==> src/uart_pkg.sv <==
`default_nettype none

package uart_pkg;

    localparam int CLKS_PER_BAUD = 16;  // kept short for simulation
    localparam int FRAME_BITS = 11;     // start, 8 data, parity, stop

    typedef logic [7:0] uart_byte_t;
    typedef logic [$clog2(CLKS_PER_BAUD)-1:0] baud_cnt_t;
    typedef logic [2:0] bit_idx_t;

    // counter compare points
    localparam baud_cnt_t BAUD_LAST = baud_cnt_t'(CLKS_PER_BAUD - 1);
    localparam baud_cnt_t BAUD_MID = baud_cnt_t'(CLKS_PER_BAUD / 2);

    localparam bit_idx_t LAST_BIT = 3'd7;  // msb of the data byte

endpackage

`default_nettype wire

==> src/link_pkg.sv <==
`default_nettype none

package link_pkg;

    localparam int NUM_CHAN = 2;

    typedef logic [$clog2(NUM_CHAN)-1:0] chan_id_t;

    // one byte offered over req/ack with data held while req is high
    typedef struct packed {
        logic                 req;
        uart_pkg::uart_byte_t data;
    } tx_req_t;

    // valid pulses once per received frame
    typedef struct packed {
        logic                 valid;
        uart_pkg::uart_byte_t data;
        logic                 parity_err;
        logic                 framing_err;
    } rx_result_t;

endpackage

`default_nettype wire

==> src/tx_arbiter.sv <==
`default_nettype none

module tx_arbiter (
    input  wire                                             clk,
    input  wire                                             nRst,
    input  wire link_pkg::tx_req_t [link_pkg::NUM_CHAN-1:0] client_req,
    output logic [link_pkg::NUM_CHAN-1:0]                   client_ack,
    output link_pkg::tx_req_t                               tx_req,
    input  wire                                             tx_ack
);
    import link_pkg::*;

    typedef enum logic [1:0] {
        FREE,
        REQ,
        HOLD
    } arb_state_t;

    arb_state_t state;
    chan_id_t   grant;    // also serves as last grant
    chan_id_t   winner;
    logic       any_req;

    always_comb begin
        any_req = 1'b0;
        for (int i = 0; i < NUM_CHAN; i++) begin
            any_req = any_req | client_req[i].req;
        end
    end

    // round robin between the two channels
    always_comb begin
        if (client_req[0].req && client_req[1].req) begin
            winner = ~grant;  // tie goes to the one not served last
        end else if (client_req[1].req) begin
            winner = chan_id_t'(1);
        end else begin
            winner = chan_id_t'(0);
        end
    end

    always_ff @(posedge clk, negedge nRst) begin
        if (!nRst) begin
            state <= FREE;
            grant <= chan_id_t'(NUM_CHAN - 1);  // ch0 wins the first tie
        end else begin
            case (state)
                FREE: begin
                    if (any_req) begin
                        grant <= winner;
                        state <= REQ;
                    end
                end
                REQ: begin
                    if (tx_ack && !client_req[grant].req) begin
                        state <= HOLD;  // client side done
                    end
                end
                HOLD: begin
                    if (!tx_ack) begin
                        state <= FREE;  // tx side back to zero
                    end
                end
                default: state <= FREE;
            endcase
        end
    end

    always_comb begin
        tx_req.req  = (state == REQ) && client_req[grant].req;
        tx_req.data = client_req[grant].data;
    end

    always_comb begin
        client_ack        = '0;
        client_ack[grant] = tx_ack;  // steer ack to the granted client only
    end

endmodule

`default_nettype wire

==> src/uart_tx.sv <==
`default_nettype none

module uart_tx (
    input  wire               clk,
    input  wire               nRst,
    input  wire link_pkg::tx_req_t tx_req,
    output logic              tx_ack,
    output logic              tx_serial,
    output logic              tx_busy
);
    import uart_pkg::*;

    typedef enum logic [2:0] {
        IDLE,
        START,
        DATA,
        PARITY,
        STOP
    } tx_state_t;

    tx_state_t  state;
    baud_cnt_t  baud_cnt;
    bit_idx_t   bit_idx;
    uart_byte_t shift_q;
    logic       parity_q;   // running xor of sent bits
    logic       accept;
    logic       baud_done;

    assign accept    = (state == IDLE) && tx_req.req && !tx_ack;
    assign baud_done = (baud_cnt == BAUD_LAST);

    always_ff @(posedge clk, negedge nRst) begin
        if (!nRst) begin
            tx_ack <= 1'b0;
        end else if (accept) begin
            tx_ack <= 1'b1;
        end else if (!tx_req.req) begin
            tx_ack <= 1'b0;  // return to zero
        end
    end

    always_ff @(posedge clk, negedge nRst) begin
        if (!nRst) begin
            state    <= IDLE;
            baud_cnt <= '0;
            bit_idx  <= '0;
        end else begin
            if (state == IDLE || baud_done) begin
                baud_cnt <= '0;
            end else begin
                baud_cnt <= baud_cnt + 1'b1;
            end
            case (state)
                IDLE: begin
                    bit_idx <= '0;
                    if (accept) state <= START;
                end
                START: if (baud_done) state <= DATA;
                DATA: begin
                    if (baud_done) begin
                        bit_idx <= bit_idx + 1'b1;
                        if (bit_idx == LAST_BIT) state <= PARITY;
                    end
                end
                PARITY: if (baud_done) state <= STOP;
                STOP: if (baud_done) state <= IDLE;
                default: state <= IDLE;
            endcase
        end
    end

    always_ff @(posedge clk) begin
        if (accept) begin
            shift_q  <= tx_req.data;
            parity_q <= 1'b0;
        end else if (state == DATA && baud_done) begin
            shift_q  <= {1'b0, shift_q[7:1]};   // lsb first
            parity_q <= parity_q ^ shift_q[0];
        end
    end

    always_comb begin
        case (state)
            START:   tx_serial = 1'b0;
            DATA:    tx_serial = shift_q[0];
            PARITY:  tx_serial = parity_q;  // makes total ones even
            default: tx_serial = 1'b1;      // idle and stop
        endcase
    end

    assign tx_busy = (state != IDLE);

endmodule

`default_nettype wire

==> src/uart_rx.sv <==
`default_nettype none

module uart_rx (
    input  wire                  clk,
    input  wire                  nRst,
    input  wire                  rx_serial,
    output link_pkg::rx_result_t rx_result
);
    import uart_pkg::*;

    typedef enum logic [2:0] {
        IDLE,
        START,
        DATA,
        PARITY,
        STOP
    } rx_state_t;

    rx_state_t  state;
    logic [1:0] sync_q;
    logic       rx_s;
    logic       rx_prev;
    baud_cnt_t  baud_cnt;
    bit_idx_t   bit_idx;
    logic       sample;       // mid of a data, parity or stop bit
    uart_byte_t data_q;
    logic       parity_err_q;
    logic       framing_err_q;
    logic       valid_q;

    assign rx_s   = sync_q[1];
    assign sample = (baud_cnt == BAUD_LAST);

    always_ff @(posedge clk, negedge nRst) begin
        if (!nRst) begin
            sync_q  <= 2'b11;  // line idles high
            rx_prev <= 1'b1;
        end else begin
            sync_q  <= {sync_q[0], rx_serial};
            rx_prev <= rx_s;
        end
    end

    always_ff @(posedge clk, negedge nRst) begin
        if (!nRst) begin
            state    <= IDLE;
            baud_cnt <= '0;
            bit_idx  <= '0;
            valid_q  <= 1'b0;
        end else begin
            valid_q  <= 1'b0;
            baud_cnt <= baud_cnt + 1'b1;
            case (state)
                IDLE: begin
                    baud_cnt <= '0;
                    bit_idx  <= '0;
                    if (rx_prev && !rx_s) state <= START;  // falling edge
                end
                START: begin
                    if (baud_cnt == BAUD_MID) begin
                        baud_cnt <= '0;
                        state    <= rx_s ? IDLE : DATA;    // high here is a glitch
                    end
                end
                DATA: begin
                    if (sample) begin
                        baud_cnt <= '0;
                        bit_idx  <= bit_idx + 1'b1;
                        if (bit_idx == LAST_BIT) state <= PARITY;
                    end
                end
                PARITY: begin
                    if (sample) begin
                        baud_cnt <= '0;
                        state    <= STOP;
                    end
                end
                STOP: begin
                    if (sample) begin
                        valid_q <= 1'b1;
                        state   <= IDLE;
                    end
                end
                default: state <= IDLE;
            endcase
        end
    end

    always_ff @(posedge clk) begin
        if (sample) begin
            case (state)
                DATA:    data_q        <= {rx_s, data_q[7:1]};
                PARITY:  parity_err_q  <= ^data_q ^ rx_s;  // odd count of ones
                STOP:    framing_err_q <= !rx_s;
                default: ;
            endcase
        end
    end

    always_comb begin
        rx_result.valid       = valid_q;
        rx_result.data        = data_q;
        rx_result.parity_err  = parity_err_q;
        rx_result.framing_err = framing_err_q;
    end

endmodule

`default_nettype wire

==> src/uart_link.sv <==
`default_nettype none

module uart_link (
    input  wire                                             clk,
    input  wire                                             nRst,
    input  wire link_pkg::tx_req_t [link_pkg::NUM_CHAN-1:0] client_req,
    input  wire                                             rx_serial,
    output logic [link_pkg::NUM_CHAN-1:0]                   client_ack,
    output logic                                            tx_serial,
    output link_pkg::rx_result_t                            rx_result,
    output logic                                            tx_busy
);
    import link_pkg::*;

    tx_req_t tx_req;   // arbiter to transmitter
    logic    tx_ack;

    tx_arbiter i_tx_arbiter (
        .clk        (clk),
        .nRst       (nRst),
        .client_req (client_req),
        .client_ack (client_ack),
        .tx_req     (tx_req),
        .tx_ack     (tx_ack)
    );

    uart_tx i_uart_tx (
        .clk       (clk),
        .nRst      (nRst),
        .tx_req    (tx_req),
        .tx_ack    (tx_ack),
        .tx_serial (tx_serial),
        .tx_busy   (tx_busy)
    );

    // rx line comes from outside and may face a remote transmitter
    uart_rx i_uart_rx (
        .clk       (clk),
        .nRst      (nRst),
        .rx_serial (rx_serial),
        .rx_result (rx_result)
    );

endmodule

`default_nettype wire

==> config.mk <==
export PLATFORM = sky130hd
export DESIGN_NAME = uart_link
export DESIGN_NICKNAME = d
export VERILOG_FILES = /design/src/uart_pkg.sv /design/src/link_pkg.sv /design/src/tx_arbiter.sv /design/src/uart_tx.sv /design/src/uart_rx.sv /design/src/uart_link.sv
export SDC_FILE = /design/constraint.sdc
export NUM_CORES = 1
export LEC_CHECK = 0
export ABC_AREA = 0
export BUFFER_PORTS_ARGS = -buffer_cell sky130_fd_sc_hd__buf_4
export CAP_MARGIN = 20
export CORE_AREA = 2 2 71 66
export CTS_CLUSTER_DIAMETER = 50
export DETAILED_ROUTE_END_ITERATION = 10
export DIE_AREA = 0 0 73 68
export GPL_ROUTABILITY_DRIVEN = 0
export GPL_TIMING_DRIVEN = 0
export PLACE_DENSITY = 0.78
export SLEW_MARGIN = 20
export SYNTH_ARGS = -nofsm -noshare
export SYNTH_HDL_FRONTEND = slang
export SYNTH_SLANG_ARGS = --single-unit
export TNS_END_PERCENT = 10
==> constraint.sdc <==
create_clock -name clk -period 4 [get_ports clk]
set_input_delay 0.8 -clock clk [delete_from_list [all_inputs] [get_ports clk]]
set_output_delay 0.8 -clock clk [all_outputs]
set_load 0.05 [all_outputs]
==> flow_summary.json <==
{
  "cts_resized": 0,
  "clockRootBuffer": "clkbuf_8",
  "syn-cell-area_um2": 2230,
  "die_area_um2": 4960,
  "hold_violations": 0,
  "cts_buffer_depth": 2,
  "period_needed_ps": 2720,
  "irDropWorstVdd_v": 0.000254,
  "dp.cells": 279,
  "reg2reg_depth": 7,
  "ff_latch_area_um2": 1270,
  "final_nets": 264,
  "pin_count": 36,
  "antenna_found_initial": 0,
  "route.met2.wl_um": 1930,
  "place_hpwl_um": 2840,
  "multiInputGateArea_um2": 860,
  "outcome": "finished clean",
  "p_per_area_nw_per_um2": 436,
  "htreeDepth": 2,
  "syn_inst": 193,
  "max-slew-margin-rel": 0.566,
  "routedWlPerCell_um": 13.8,
  "grt_pass1_wl_um": 6580,
  "ant_nets": 0,
  "place.port_buffers": 35,
  "n_antenna_cell": 0,
  "utilization": 0.624,
  "cp_data_required_time_ps": 3200,
  "yosys_warnings": 0,
  "switchingPower_uw": 325,
  "fillers": 339,
  "cp.arrival_ps": 1920,
  "std_cell_rows": 23,
  "startpoint_type": "flop",
  "wl_um": 3950,
  "p_int_uw": 842,
  "vias": 1550,
  "reg2reg_slack_ps": 1660,
  "firstDrtPassIters": 4,
  "finalSetupViolCount": 0,
  "drt_iter0_drc": 66,
  "routed-wl-met3_um": 160,
  "ys_types": 44,
  "p_clk_frac": 0.301,
  "cts_sinks": 47,
  "cts_buffers": 5,
  "ys.flop_type": "dfrtp_1",
  "synth_seq_area_share": 0.568,
  "postPlaceCellArea_um2": 2560,
  "hold_end": "i_uart_rx.sync_q[1]",
  "grt_max_degree": 29,
  "cap_violations": 0,
  "end_kind": "primary output",
  "syn_to_final_growth_pct": 20.1,
  "highest_layer": "met4",
  "grt_use_total": 0.175,
  "grt_pass1_vias": 1517,
  "coreArea_um2": 4290,
  "period_share": 0.680,
  "die_w_um": 73,
  "finalNonFillerCells": 287,
  "cts_tree": "done",
  "viasPerCell": 5.40,
  "seqPwrFrac": 0.505,
  "synth_seq_cells": 47,
  "reg2reg_from": "i_uart_tx.state[0]",
  "fin_worst_skew_ps": 10.5,
  "max_freq_mhz": 367,
  "p_leak_nw": 1.17,
  "drive_gt1_frac": 0.257,
  "hp-class": "reg -> reg",
  "avgSynthCellArea_um2": 11.5,
  "start_util": 0.520,
  "fin_tns_setup_ps": 0,
  "cts_hold_buffers": 0,
  "whs_path_depth": 0,
  "drc": 0,
  "pwr-share-comb": 0.195,
  "synth_edf_count": 18,
  "clk_pin_slew_ps": 90,
  "grt_overflow": 0,
  "cp_max_fo": 10,
  "timing.rr.end": "i_uart_tx.shift_q[7]",
  "switching_share": 0.279,
  "final_cell_area_um2": 2680,
  "die_y_um": 68,
  "min_from": "i_uart_rx.sync_q[0]",
  "crit_type": "reg -> out",
  "cts_setup_buffers": 0,
  "rsz0062_at_grt": "false",
  "drv_slew": 0,
  "synth_nets": 221,
  "p_total_mw": 1.17,
  "clkLatencyLatePin_ps": 310,
  "worstMarginPinSlew_ps": 649,
  "async_flop_share": 0.596,
  "met1_length_um": 1800
}
-- cell type report --
cell class / instances / area share
clock inverter: 3 / 0.0159
inverter: 10 / 0.0140
clock buffer: 5 / 0.0257
buffer: 11 / 0.0266
tap: 50 / 0.0234
multi-input combinational: 125 / 0.321
sequential: 47 / 0.473
timing repair buffer: 36 / 0.100
-- cell usage in the layout, fill, tap and decap left out, types with 2 or more instances in the layout --
cell      netlist  final
or3_1           2      2
ha_1            7      7
nand2_1        13     13
buf_4           4     39
clkbuf_1        4      4
dfrtp_1        24     24
or2_2           2      2
xnor2_1        10     10
inv_1           9      9
buf_6           2      2
mux2i_1         9      9
clkbuf_8        0      5
a22o_1          5      5
nor2_1         13     13
a21oi_1         5      5
nand2b_1        4      4
and2_1          3      3
edfxtp_1       18     18
dfstp_2         4      4
o21ai_1         7      7
nor2b_1         2      2
nor3_1          5      5
a311oi_1        2      2
o21ai_0         6      6
a31oi_1         5      5
xor2_1          2      2
nand3_1         6      6
and3_1          3      3
-- worst max-delay path by stage --
| stage | from | endpoint | cells after the start |
|---|---|---|---|
| 3_3_place_gp | i_uart_rx.baud_cnt[0] | i_uart_rx.data_q[3] | 3 |
| 6_report | i_tx_arbiter.grant | client_ack[1] | 4 |
| 5_1_grt | i_tx_arbiter.grant | client_ack[1] | 4 |
| 2_1_floorplan | i_tx_arbiter.grant | client_ack[1] | 3 |
| 4_1_cts | i_tx_arbiter.grant | client_ack[1] | 4 |
| 3_5_place_dp | client_req[17] | i_uart_tx.shift_q[7] | 6 |
-- through the flow --
step                      hold slack, ps  worst slack, ps
after floorplan                      345             1630
after global placement               346             1340
after detailed placement             354             1550
after CTS                            366             1260
after global routing                 367             1160
final                                372             1280
-- cells by family after synthesis --
logic type,share of synthesized area
compound gates,0.106
xor+xnor,0.0472
fa+ha+maj,0.0393
buf+inv,0.0488
flops,0.568
mux,0.0455
simple gates,0.145
-- power by group through the flow --
| stage | combinational (mW) | clock (mW) | sequential, mW |
|---|---|---|---|
| 2_1_floorplan | 0.165 | 0 | 0.592 |
| 3_3_place_gp | 0.216 | 0 | 0.595 |
| 3_5_place_dp | 0.230 | 0 | 0.598 |
| 4_1_cts | 0.231 | 0.355 | 0.589 |
| 5_1_grt | 0.262 | 0.373 | 0.596 |
| 6_report | 0.227 | 0.351 | 0.589 |
-- cells in the mapped netlist (all sizes together) (3+ instances only) --
cell,instances,area (µm²)
a21oi,5,25.0
a22o,5,43.8
a31oi,5,31.3
and2,3,18.8
and3,3,18.8
buf,7,56.3
clkbuf,4,15.0
dfrtp,24,601
dfstp,4,105
edfxtp,18,541
ha,7,87.6
inv,10,37.5
mux2i,9,90.1
nand2,13,48.8
nand2b,4,25.0
nand3,6,30.0
nor2,13,48.8
nor3,6,41.3
o21ai,13,65.1
xnor2,10,87.6
-- critical path: stages (launching register included) --
cell      delay, ps
dfstp_2         520
clkbuf_1        210
buf_1           480
and2_1          220
buf_4           200
-- routing by layer --
layer,vias to the layer above,GRT usage
met1,740,0.219
li1,770,-
met2,33,0.293
met4,0,0.0764
met5,-,0
met3,7,0.0398
-- registers in the layout, summed over array words and instances, names as in the netlist, 2 cells and up --
signal,count
i_uart_rx.baud_cnt,4
i_uart_rx.state,3
i_uart_rx.data_q,8
i_uart_tx.baud_cnt,4
i_uart_tx.bit_idx,3
i_uart_tx.state,3
i_uart_rx.sync_q,2
i_uart_rx.bit_idx,3
i_uart_tx.shift_q,8
i_tx_arbiter.state,2
No activity file was read; power rests on OpenSTA's default activity.
